<file path="src/verilog/vram_pkg.sv">
`default_nettype none

package vram_pkg;

    // CPU bus widths
    localparam int BUS_ADDR_WIDTH = 16;
    localparam int BUS_DATA_WIDTH = 32;

    // Offset inside one region, also the RAM address width
    localparam int REGION_OFFSET_WIDTH = 14;

    // Width of the region select field at the top of the bus address
    localparam int REGION_SEL_WIDTH = BUS_ADDR_WIDTH - REGION_OFFSET_WIDTH;

    // Tile and palette table, full bus width
    localparam int VRAM32_WIDTH = 32;
    localparam int VRAM32_WORDS = 1056;

    // Pattern and color table, byte wide
    localparam int VRAM8_WIDTH = 8;
    localparam int VRAM8_WORDS = 8194;

    // Sprite attribute table, 9 bits so X positions reach past 255
    localparam int VRAMSPR_WIDTH = 9;
    localparam int VRAMSPR_WORDS = 256;

    // GPU LED stretch, in clk cycles
    localparam int LED_HOLD_CYCLES = 1000;

    // Region decode, straight from the top two address bits
    typedef enum logic [REGION_SEL_WIDTH-1:0] {
        region_vram32  = 2'd0,
        region_vram8   = 2'd1,
        region_vramspr = 2'd2,
        // Unmapped quarter of the bus space
        region_none    = 2'd3
    } vram_region_t;

    // Access sequence, one cycle per state
    typedef enum logic [1:0] {
        // Waiting for a start pulse
        st_idle,
        // RAM address and write enable driven
        st_access,
        // Read data back from the RAM, done pulse
        st_done
    } bus_state_t;

endpackage

`default_nettype wire
</file>
<file path="src/verilog/activity_led.sv">
`default_nettype none

module activity_led #(
    parameter int hold_cycles = vram_pkg::LED_HOLD_CYCLES
) (
    input  logic clk,
    input  logic reset,
    input  logic activity,
    output logic led
);

    // Enough bits to hold the reload value
    localparam int count_width = $clog2(hold_cycles + 1);

    logic [count_width-1:0] count;

    // Reload on every activity cycle
    // Otherwise run down to zero and stay there
    always_ff @(posedge clk) begin
        if (reset) begin
            count <= '0;
        end else if (activity) begin
            count <= count_width'(hold_cycles);
        end else if (count != '0) begin
            count <= count - 1'b1;
        end
    end

    // Lit while the timer is running
    assign led = (count != '0);

endmodule

`default_nettype wire

</file>
<file path="config.mk">
export PLATFORM = sky130hd
export DESIGN_NAME = activity_led
export DESIGN_NICKNAME = d
export VERILOG_FILES = /design/src/verilog/vram_pkg.sv /design/src/verilog/activity_led.sv
export SDC_FILE = /design/constraint.sdc
export NUM_CORES = 1
export LEC_CHECK = 0
export BUFFER_PORTS_ARGS = -buffer_cell sky130_fd_sc_hd__buf_2
export CAP_MARGIN = 20
export CORE_AREA = 4 4 41 43
export DETAILED_ROUTE_END_ITERATION = 10
export DIE_AREA = 0 0 45 47
export RECOVER_POWER = 25
export SLEW_MARGIN = 20
export SYNTH_ARGS = -nofsm -noshare
export SYNTH_HDL_FRONTEND = slang
export SYNTH_SLANG_ARGS = --single-unit
</file>
<file path="constraint.sdc">
create_clock -name clk -period 1.7 [get_ports clk]
set_clock_uncertainty 0.15 [all_clocks]
set_input_delay 0.255 -clock clk [delete_from_list [all_inputs] [get_ports clk]]
set_output_delay 0.255 -clock clk [all_outputs]
set_load 0.005 [all_outputs]
</file>
## Word level (Yosys, flattened, before mapping)

Index checks and enable logic that the tools add are counted.

- Output and inout port bits: 1
- Register bits after elaboration: 10
- Input bits: 3

- Add/sub/neg operators: 1
- Muxes and demuxes: 2
- Reduce and logical (&&, ||, !) cells: 3

Operators with widths:

| kind | count |
|---|---|
| $mux W10 | 2 |
| $reduce_bool A10 Y1 | 1 |
| $sub A10 B1 Y10 const B | 1 |
| $reduce_bool A2 Y1 | 1 |
| $reduce_or A2 Y1 | 1 |

## Logic depth before layout (Yosys ltp)

- Word-level depth: 3
- Mapped depth: 6
- Depth with buffers taken out: 5

## Least setup slack after synthesis

OpenSTA, ideal clock, no wires.

- Path kind: register to register
- Start: register count[0]
- End: register count[1]
- Setup slack: -0.056 ns
- Data arrival time: 1.469 ns
- Buffers on the path: 1
- Setup time: 0.137 ns
- Required time: 1.413 ns
- Cell stages (with the launch flop): 7
- Cells stage by stage: dfxtp_1 inv_1 ha_1 or3b_1 buf_2 nor4_1 a2111oi_2

- Word-level cells in the longest chain between the ends: 1
- Elaborated cells between the ends (all ways): 2

RTL lines:

| item | line | RTL |
|---|---|---|
| start: declaration | activity_led.sv:15 | `logic [count_width-1:0] count;` |
| start signal: assignment | activity_led.sv:23 | `count <= count_width'(hold_cycles);` |
| start signal: assignment | activity_led.sv:25 | `count <= count - 1'b1;` |
| $sub A10 B1 Y10 or $reduce_bool A10 Y1 (tied branches) | activity_led.sv:25, activity_led.sv:24 |  |

Several ways; a longest one is shown, not always the timed one.
A chain may end at the register's enable or synchronous reset.

## Final worst setup path

- Start: register count[1]
- End: output led

- Word-level cells in the longest chain between the ends: 1

RTL lines:

| item | line | RTL |
|---|---|---|
| $reduce_bool A10 Y1 | activity_led.sv:30 | `assign led = (count != '0);` |
| end: declaration | activity_led.sv:9 | `output logic led` |

No other way between the ends.

==> flow_summary_export.csv <==
group,metric,value,unit
floorplan,dieArea,2120,sq um
cts,cts_hold_buf,0,
cts,clockBufferDepth,2,
timing,tightest_slew,395,ps
timing,rsz0062_at_grt,"true",
setup_path,critPathRequiredTime,1290,ps
pwr,peakVddDrop,0.601,mV
layout,seqCellArea,205,sq um
cts,cts_tree,"yes",
layout,multi_input_area,383,sq um
timing,hold_viol_final,0,
floorplan,die_y,47,um
pwr,power_leakage,0.295,nW
synth,syn_area,599,sq um
drt,drc_errors,0,
place,gp_congestion,0.774,
setup_path,worstSetupEndpointType,"output pin",
timing,fin_crit_sh,0.988,
synth,yosys.area.top_type,"dfxtp_1",
synth,synth_edf_count,0,
place,portBuffers,3,
layout,reg_top3,"count: 10 flops",
pwr,finalPower,0.748,mW
min_path,hp-start,"activity",
layout,area_delta_synth_final,27.1,%
floorplan,num_rows,13,
synth,async_flop_share,0,
timing,max_slew_margin,0.736,
grt,antenna_found_initial,0,
cts,htreeDepth,1,
job,max-cap-violations,0,
synth,ys_seq_elements,10,
setup_path,arrival,1270,ps
synth,synth_common_cells,"dfxtp_1, a21oi_1, a31oi_1, inv_1, nor4_1",
cts,insertion_delay,260,ps
cts,numCtsBuffers,3,
synth,synth_cell_types,34,
setup_path,startpoint_type,"flip-flop",
pwr,seqPwrFrac,0.404,
cts,clk_pin_slew,70,ps
synth,synthTopCellsByArea,"dfxtp_1, a31oi_1, nor4_1",
setup_path,reg2reg_from,"count[1]",
layout,top_register,"count",
pwr,power_per_cell_area,982,nW/um^2
synth,syn-mean-instance-area,9.36,sq um
layout,nNetsFinal,83,
timing,final_max_slew_viol_count,0,
timing,fmax,595,MHz
timing,fin_crit,1680,ps
pwr,combPwrFrac,0.308,
timing,holdWs,156,ps
synth,yosysMostFrequentCell,"dfxtp_1",
floorplan,die_w,45,um
status,outcome,"completed",
layout,n_antenna_cell,0,
drt,drt_iter0_drc,15,
synth,yosysSeqAreaShare,0.334,
layout,fillers,125,
drt,vias,567,
timing,setup_viol,0,
place,hpwl,952,um
floorplan,ios,4,
grt,track_usage,0.146,
layout,drive_gt1_frac,0.449,
drt,ant_nets,0,
floorplan,start_util,0.461,
setup_path,cp_max_fo,3,
cts,cts-root-buf,"clkbuf_4",
synth,syn-instance-count,64,
floorplan,fp.coreArea,1300,sq um
grt,grt_pass1_wl,2170,um
drt,wl_per_cell,15.0,um
grt,first_global_vias,476,
drt,wirelength,1390,um
synth,postSynth.topFlopCell,"dfxtp_1",
cts,clock_sinks,10,
pwr,p_int,0.510,mW
drt,via_per_inst,6.10,
drt,dr.pass1.iters,4,
setup_path,critPathKind,"reg2out",
setup_path,cp-startpoint,"count[1]",
pwr,power_switching,0.237,mW
synth,syn_nets,68,
layout,largest_reg_flops,10,
grt,gr-total-overflow,0,
grt,grt_max_degree,15,
min_path,min_path_type,"in2reg",
synth,yosysWarnings,0,
synth,synth_top_area_frac,0.334,
pwr,power.share.clock,0.288,
pwr,swShare,0.317,
-- routing by layer --
layer,track usage,vias to the layer above,routed length [um],share of wire
li1,-,281,-,-
met1,0.199,269,688,0.49
met2,0.215,13,621,0.45
met3,0.0345,4,62,0.044
met4,0.0702,0,21,0.015
met5,0,-,0,0
-- placed cells by master (no fill, tap or decap), types with 2 or more instances in the layout --
master,instances
buf_4,11
dfxtp_1,6
a21oi_1,4
a31oi_1,4
dfxtp_2,4
nor2_1,3
nor4_1,3
nor3_1,3
o31ai_1,3
clkbuf_4,3
inv_2,2
inv_1,2
o211ai_1,2
nor4b_1,2
buf_2,2
-- path summary, 6_finish.rpt --
kind / endpoint / slack, ps / cells after the start
max: led / 20 / 5
max reg2reg: count[4] / 60 / 5
min reg2reg: count[9] / 380 / 2
min: count[4] / 160 / 2
-- layout make-up --
cell class                 count  share of cell area
timing repair buffer          14               0.136
tap                           15              0.0246
sequential                    10               0.269
inverter                       4              0.0197
clock buffer                   4              0.0476
multi-input combinational     46               0.502
-- power by group through the flow --
stage / sequential [mW] / combinational (mW) / clock [mW]
2_1_floorplan: 0.294 / 0.149 / 0
5_1_grt: 0.308 / 0.248 / 0.234
3_3_place_gp: 0.300 / 0.199 / 0
3_5_place_dp: 0.301 / 0.200 / 0
6_report: 0.302 / 0.230 / 0.216
4_1_cts: 0.298 / 0.214 / 0.218
-- cells by family after synthesis --
| family | after synthesis | synth area share |
|---|---|---|
| AND/OR/NAND/NOR | 23 | 0.296 |
| AO/OA/AOI/OAI | 22 | 0.276 |
| flip-flops | 10 | 0.334 |
| buffers and inverters | 8 | 0.0731 |
| adder cells (fa/ha/maj) | 1 | 0.0209 |
-- critical path: stages (launching register included) --
cell and delay [ps]:
dfxtp_2 320, inv_2 60, ha_4 130, nor3b_4 240
nand3_4 120, buf_6 130
-- timing repair --
| action | in CTS | in global routing |
|---|---|---|
| setup endpoints to repair | 2 | 1 |
| resized for setup | 3 | 6 |
| buffers inserted | 1 | 3 |
| pin swaps | 1 | 1 |
-- per-stage QoR --
| step | setup TNS (ps) | util | setup slack, ps | std cells | cell area [sq um] |
|---|---|---|---|---|---|
| 6_report | 0 | 0.586 | 20.6 | 93 | 762 |
| 5_1_grt | -40.4 | 0.586 | -38.6 | 93 | 762 |
| 4_1_cts | 0 | 0.560 | 1.42 | 90 | 728 |
| 3_5_place_dp | -12.4 | 0.519 | -12.4 | 85 | 676 |
| 3_3_place_gp | 0 | 0.519 | 17.8 | 85 | 676 |
| 2_1_floorplan | 0 | - | 5.30 | 64 | 618 |
Power figures use the tool's default switching activity.
