`src/verilog/vram_pkg.sv`:
```
`default_nettype none

package vram_pkg;

    // CPU bus widths
    localparam int BUS_ADDR_WIDTH = 16;
    localparam int BUS_DATA_WIDTH = 32;

    // Offset inside one region, also the RAM address width
    localparam int REGION_OFFSET_WIDTH = 14;

    // Width of the region select field at the top of the bus address
    localparam int REGION_SEL_WIDTH = BUS_ADDR_WIDTH - REGION_OFFSET_WIDTH;

    // Tile and palette table, full bus width
    localparam int VRAM32_WIDTH = 32;
    localparam int VRAM32_WORDS = 1056;

    // Pattern and color table, byte wide
    localparam int VRAM8_WIDTH = 8;
    localparam int VRAM8_WORDS = 8194;

    // Sprite attribute table, 9 bits so X positions reach past 255
    localparam int VRAMSPR_WIDTH = 9;
    localparam int VRAMSPR_WORDS = 256;

    // GPU LED stretch, in clk cycles
    localparam int LED_HOLD_CYCLES = 1000;

    // Region decode, straight from the top two address bits
    typedef enum logic [REGION_SEL_WIDTH-1:0] {
        region_vram32  = 2'd0,
        region_vram8   = 2'd1,
        region_vramspr = 2'd2,
        // Unmapped quarter of the bus space
        region_none    = 2'd3
    } vram_region_t;

    // Access sequence, one cycle per state
    typedef enum logic [1:0] {
        // Waiting for a start pulse
        st_idle,
        // RAM address and write enable driven
        st_access,
        // Read data back from the RAM, done pulse
        st_done
    } bus_state_t;

endpackage

`default_nettype wire
```
`src/verilog/vram_bus_fsm.sv`:
```
`default_nettype none

module vram_bus_fsm (
    input  logic                                     clk,
    input  logic                                     reset,
    // CPU bus
    input  logic [vram_pkg::BUS_ADDR_WIDTH-1:0]      bus_addr,
    input  logic [vram_pkg::BUS_DATA_WIDTH-1:0]      bus_data,
    input  logic                                     bus_we,
    input  logic                                     bus_start,
    // CPU read data from the RAMs
    input  logic [vram_pkg::VRAM32_WIDTH-1:0]        vram32_q,
    input  logic [vram_pkg::VRAM8_WIDTH-1:0]         vram8_q,
    input  logic [vram_pkg::VRAMSPR_WIDTH-1:0]       vramspr_q,
    output logic [vram_pkg::BUS_DATA_WIDTH-1:0]      bus_q,
    output logic                                     bus_done,
    // Shared CPU port of the RAMs
    output logic [vram_pkg::REGION_OFFSET_WIDTH-1:0] ram_addr,
    output logic [vram_pkg::BUS_DATA_WIDTH-1:0]      ram_d,
    output logic                                     vram32_we,
    output logic                                     vram8_we,
    output logic                                     vramspr_we,
    // Write activity for the GPU LED
    output logic                                     wr_strobe
);
    import vram_pkg::*;

    bus_state_t state;
    bus_state_t state_next;

    // Decode of the incoming address
    vram_region_t                   start_region;
    logic [REGION_OFFSET_WIDTH-1:0] start_offset;
    logic                           start_in_range;
    logic                           accept;

    // Registered request
    vram_region_t                   req_region;
    logic [REGION_OFFSET_WIDTH-1:0] req_offset;
    logic [BUS_DATA_WIDTH-1:0]      req_data;
    logic                           req_we;
    logic                           req_in_range;

    logic write_now;

    // Offset limit per region; region_none never matches
    function automatic logic offset_in_range(
        input vram_region_t                   region,
        input logic [REGION_OFFSET_WIDTH-1:0] offset
    );
        logic hit;
        case (region)
            region_vram32:  hit = offset < REGION_OFFSET_WIDTH'(VRAM32_WORDS);
            region_vram8:   hit = offset < REGION_OFFSET_WIDTH'(VRAM8_WORDS);
            region_vramspr: hit = offset < REGION_OFFSET_WIDTH'(VRAMSPR_WORDS);
            default:        hit = 1'b0;
        endcase
        return hit;
    endfunction

    assign start_region   = vram_region_t'(bus_addr[BUS_ADDR_WIDTH-1 -: REGION_SEL_WIDTH]);
    assign start_offset   = bus_addr[REGION_OFFSET_WIDTH-1:0];
    assign start_in_range = offset_in_range(start_region, start_offset);

    // Starts outside idle are dropped
    assign accept = bus_start && (state == st_idle);

    always_comb begin
        state_next = state;
        case (state)
            st_idle:   if (bus_start) state_next = st_access;
            st_access: state_next = st_done;
            st_done:   state_next = st_idle;
            default:   state_next = st_idle;
        endcase
    end

    always_ff @(posedge clk) begin
        if (reset) begin
            state  <= st_idle;
            req_we <= 1'b0;
        end else begin
            state <= state_next;
            if (accept) begin
                req_we <= bus_we;
            end
        end
    end

    // Request payload, only meaningful after an accept
    always_ff @(posedge clk) begin
        if (accept) begin
            req_region   <= start_region;
            req_offset   <= start_offset;
            req_data     <= bus_data;
            req_in_range <= start_in_range;
        end
    end

    // RAM port straight from the request
    assign ram_addr = req_offset;
    assign ram_d    = req_data;

    // Single write cycle, only in range
    assign write_now  = (state == st_access) && req_we && req_in_range;
    assign vram32_we  = write_now && (req_region == region_vram32);
    assign vram8_we   = write_now && (req_region == region_vram8);
    assign vramspr_we = write_now && (req_region == region_vramspr);
    assign wr_strobe  = write_now;

    assign bus_done = (state == st_done);

    // Read mux, zero-extended; misses read as zero
    always_comb begin
        bus_q = '0;
        if (req_in_range) begin
            case (req_region)
                region_vram32:  bus_q = BUS_DATA_WIDTH'(vram32_q);
                region_vram8:   bus_q = BUS_DATA_WIDTH'(vram8_q);
                region_vramspr: bus_q = BUS_DATA_WIDTH'(vramspr_q);
                default:        bus_q = '0;
            endcase
        end
    end

endmodule

`default_nettype wire

```
`config.mk`:
```
export PLATFORM = sky130hd
export DESIGN_NAME = vram_bus_fsm
export DESIGN_NICKNAME = d
export VERILOG_FILES = /design/src/verilog/vram_pkg.sv /design/src/verilog/vram_bus_fsm.sv
export SDC_FILE = /design/constraint.sdc
export NUM_CORES = 1
export LEC_CHECK = 0
export BUFFER_PORTS_ARGS = -buffer_cell sky130_fd_sc_hd__buf_4
export CAP_MARGIN = 20
export CORE_UTILIZATION = 34
export CTS_BUF_LIST = sky130_fd_sc_hd__clkbuf_16
export CTS_CLUSTER_SIZE = 30
export DETAILED_ROUTE_END_ITERATION = 8
export PLACE_DENSITY = 0.83
export SLEW_MARGIN = 25
export SYNTH_ARGS = -nofsm -noshare
export SYNTH_HDL_FRONTEND = slang
export SYNTH_SLANG_ARGS = --single-unit
export TNS_END_PERCENT = 10
```
`constraint.sdc`:
```
create_clock -name clk -period 4.5 [get_ports clk]
set_clock_uncertainty 0.2 [all_clocks]
set_input_delay 0.45 -clock clk [delete_from_list [all_inputs] [get_ports clk]]
set_output_delay 0.45 -clock clk [all_outputs]
set_load 0.01 [all_outputs]
```
Word-level counts from Yosys, hierarchy flattened

Cells that the tools add are included.

Register bits: 52
Bits of input ports: 101
Output and inout port bits: 83
Logic and storage cells: 30

Magnitude comparators: 3
Equal/unequal tests: 7
Multiplexer cells: 5
Reduce and logical (&&, ||, !) cells: 9

Operator list:

| cell                   | number |
|---|---|
| $pmux W32 S3           | 1 |
| $mux W32               | 1 |
| $lt A14 B11 Y1 const B | 1 |
| $lt A14 B14 Y1 const B | 1 |
| $lt A14 B9 Y1 const B  | 1 |
| $eq A2 B1 Y1 const B   | 3 |
| $eq A2 B2 Y1 const B   | 3 |
| $logic_and A1 B1 Y1    | 6 |
| $logic_not A2 Y1       | 3 |
| $pmux W2 S2            | 1 |
| $pmux W1 S3            | 1 |
| $mux W2                | 1 |
| $ne A2 B2 Y1 const B   | 1 |

Depth between registers and ports, before layout

Word-level depth: 4
Mapped depth: 4
Gate-level depth less buffers: 3

Worst setup path before layout

Ideal clock, no wire load.

Path type: input to register
Start point: input port bus_start
End point: register req_we
Setup time: 0.118 ns
Arrival time: 4.611 ns
Path slack: -0.429 ns
Cell stages on the path: 3
Path through: nor3b_1 mux2i_1 nor2_1

Word-level cells in the longest chain between the ends: 1

Ends and longest elaborated chain:

| element                | RTL line           | text |
|---|---|---|
| start: declaration     | vram_bus_fsm.sv:10 | `input logic bus_start,` |
| $logic_and A1 B1 Y1    | vram_bus_fsm.sv:66 | `assign accept = bus_start && (state == st_idle);` |
| end signal: assignment | vram_bus_fsm.sv:85 | `req_we <= bus_we;` |
| end: declaration       | vram_bus_fsm.sv:41 | `logic req_we;` |

No other way between the ends.
A chain may end at the register's enable or synchronous reset.

Worst setup path after layout

Start point: register req_region[0]
End point: output port bus_q[11] (netlist bit)

Word-level cells in the longest chain between the ends: 3

Ends and longest elaborated chain:

| element                                    | RTL line            | text |
|---|---|---|
| start: declaration                         | vram_bus_fsm.sv:38  | `vram_region_t req_region;` |
| start signal: assignment                   | vram_bus_fsm.sv:93  | `req_region <= start_region;` |
| $eq A2 B2 Y1, or another cell as far along | vram_bus_fsm.sv:117 | `case (req_region)` |
| $pmux W32 S3 *                             | vram_bus_fsm.sv:117 |  |
| $mux W32 *                                 | vram_bus_fsm.sv:116 | `if (req_in_range) begin` |
| end: declaration                           | vram_bus_fsm.sv:15  | `output logic [vram_pkg::BUS_DATA_WIDTH-1:0] bus_q,` |

Mark *: on every way between the ends. The rest lies on a longest branch, timed or not.

==> results by group <==
Detailed routing
  • Vias per cell: 4.51
  • Starting DRT DRC Count: 38
  • Routed Antenna Nets: 0
  • Drt total wl: 5790 µm
  • Routed via count: 1,810
  • Post-DR wirelength/cell: 14.4 µm
  • DRC viols: 0
  • Drt first pass iters: 4

Setup path
  • R2R depth: 4
  • Startpoint Class: flop
  • RR Endpoint: req_we$_SDFFE_PP0P_
  • CP Capture Type: output pin
  • Worst EP required: 3850 ps
  • Worst-path fanout max: 23
  • Worst path arrival time: 2120 ps
  • Setup Crit Path Kind: reg -> out
  • Worst reg2reg startpoint: state[1]$_SDFFE_PP0P_
  • Worst reg-to-reg setup slack: 2810 ps

Clock network
  • Clock Latency Late Sink: 280 ps
  • # clock sinks: 52
  • Post-CTS setup buffer count: 0
  • Clk pin slew, worst setup/hold paths: 70 ps
  • Hold-fix buffers, CTS: 0
  • Clock tree from TritonCTS: yes
  • Num CTS Buffers: 5
  • Clock Root Buffer: clkbuf_16
  • Clk buf depth: 2
  • Post-CTS Resized: 0
  • H-tree levels: 2

Run
  • Max-cap violations: 0

Cells and area
  • Synth-to-Final Area Change: 76.1%
  • ANT cells: 0
  • Nets: 426
  • Layout cells sized above 1: 60.1%

Power
  • Total power: 1.15 mW
  • Max VDD drop: 0.000254 V
  • P per Cell Area: 309 mW/mm²
  • Leakage: 1.69 nW

Worst hold path
  • Hold endpoint: ram_d[26]$_DFFE_PP_
  • Hold Crit Class: in -> reg
  • Hold Path Cell Cnt: 1
  • Hold_sp: bus_data[26]

Logic synthesis
  • Share of the synthesized area in the top cell type: 69.8%
  • Top cells by area, synth: edfxtp_1 70%, and2_1 7.1%, mux2i_1 4.7%
  • EDFF count, synth: 49
  • Async set-or-reset flop fraction in the synthesized netlist: 0%
  • Area leader, netlist: edfxtp_1
  • Sequential share of the synthesized area: 72.6%
  • Syn Area/Cell: 15.1 µm²
  • Distinct cells, synth: 25
  • Syn Nets: 241
  • Top_reg_cell synth: edfxtp_1
  • #FFs+latches synth: 52
  • Synth warnings: 0
  • Post-Syn Area: 0.00211 mm²
  • Synth Instances: 140

STA
  • Setup violations, final: 0
  • RSZ-0062 raised after global routing: no
  • Final period utilization: 61.5%
  • Fin. Hold Viols: 0
  • Relative slew slack: 38.2%
  • Setup tns final: 0 ps
  • Hold slack: 135 ps
  • Worst slew pin tran: 922 ps
  • Fmax: 0.361 GHz
  • Tmin final: 2770 ps
  • Final slew viol count: 0

Outcome
  • Status: finished clean

Die
  • FP Rows: 28
  • Starting Density: 35.4%
  • Die ar.: 0.00652 mm²
  • Die H: 80.8 µm
  • DIE WIDTH: 80.8 µm
  • Core Region: 0.00596 mm²
  • I/O Pins: 184

Placement
  • Global placer's final weighted congestion: 0.660
  • PortBufs: 183
  • DP HPWL: 4640 µm

Global route
  • First-pass GRT wire length: 8070 µm
  • Grt total ovfl: 0
  • Number of global-route vias before repair: 1,778
  • Pin count of the biggest net entering global routing: 52
  • All-Layer GR Usage: 16.6%
  • Initial antenna violation count: 0
## worst max-delay path, cell delays in order, from the launching register on
cell and delay [ps]:
edfxtp_1 640, nor3b_2 840, and2_1 240, buf_4 120
## how the worst max path moves through the flow
| stage | start | end | slack [ps] | depth (start not counted) |
|---|---|---|---|---|
| finish | req_region[0]$_DFFE_PP_ | bus_q[11] | 1730 | 3 |
| global route | req_region[0]$_DFFE_PP_ | bus_q[20] | 1560 | 3 |
| CTS | req_region[0]$_DFFE_PP_ | bus_q[11] | 1730 | 3 |
| detailed placement | req_region[0]$_DFFE_PP_ | bus_q[15] | 2040 | 3 |
| global placement | req_region[0]$_DFFE_PP_ | bus_q[18] | 2110 | 3 |
| floorplan | bus_start | req_we$_SDFFE_PP0P_ | 1380 | 3 |
## metrics by stage
| step | instance area [µm²] | cells | setup slack (ps) | utilization [%] |
|---|---|---|---|---|
| 3_5_place_dp | 3560 | 393 | 2040 | 59.8 |
| 3_3_place_gp | 3560 | 393 | 2110 | 59.8 |
| 4_1_cts | 3710 | 401 | 1730 | 62.4 |
| 6_report | 3710 | 401 | 1730 | 62.4 |
| 2_1_floorplan | 2110 | 140 | 1380 | - |
| 5_1_grt | 3710 | 401 | 1560 | 62.4 |
## cell usage after synthesis (all sizes together), types with 2 or more instances
cell type and number:
a21oi 2, mux2i 10, buf 3, and2 24
a21boi 8, nor3b 5, nor4 3, or2 8
nor3 4, nor2b 3, nand2 8, dfxtp 3
edfxtp 49, clkbuf 3
## sequential cells by signal, summed over array words and instances, names as in the netlist
name and cells:
ram_addr 14, ram_d 32, req_in_range 1, req_region 2
req_we 1, state 2
## kinds of logic (layout without fill, tap and decap cells)
kind of cell    after synthesis  after routing  share of synthesized area, %
mux                          10             10                          4.75
buf+inv                       7            193                          1.72
compound gates               12             12                          4.03
simple gates                 59             59                          16.9
flops                        52             52                          72.6
## power by group
group	internal (mW)	switching, mW
registers	0.566	0.0149
clock network	0.210	0.171
logic	0.114	0.0720
## cell type report
class                           count  area [µm²]
Inverter                            1        3.75
Timing Repair Buffer              184        1380
Multi-Input combinational cell     81         553
Sequential cell                    52        1530
Clock inverter                      3        26.3
Clock buffer                        5         125
Tap cell                           75        93.8
Fill cell                         507        2240
## layout by cell type (no fill, tap or decap), drive strengths merged
| cell | instances |
|---|---|
| and2b | 1 |
| nor3b | 5 |
| nor2b | 3 |
| clkbuf | 5 |
| nand4b | 1 |
| edfxtp | 49 |
| nor4 | 3 |
| nor2 | 1 |
| buf | 184 |
| nand3 | 1 |
| and2 | 24 |
| nor3 | 4 |
| dfxtp | 3 |
| a21boi | 8 |
| inv | 2 |
| a21oi | 2 |
| o22ai | 1 |
| mux2i | 10 |
| or2 | 8 |
| clkinvlp | 2 |
| nand2 | 8 |
| a2bb2oi | 1 |
## per-layer routing
| layer | part of all wire (%) | track usage, % | vias to the layer above | wire, µm |
|---|---|---|---|---|
| met5 | 0 | 0 | - | 0 |
| li1 | - | - | 875 | - |
| met1 | 32 | 14.8 | 832 | 1850 |
| met3 | 11 | 5.84 | 8 | 616 |
| met4 | 1.4 | 5.71 | 0 | 80 |
| met2 | 56 | 33.7 | 95 | 3240 |
Power figures use the tool's default switching activity.
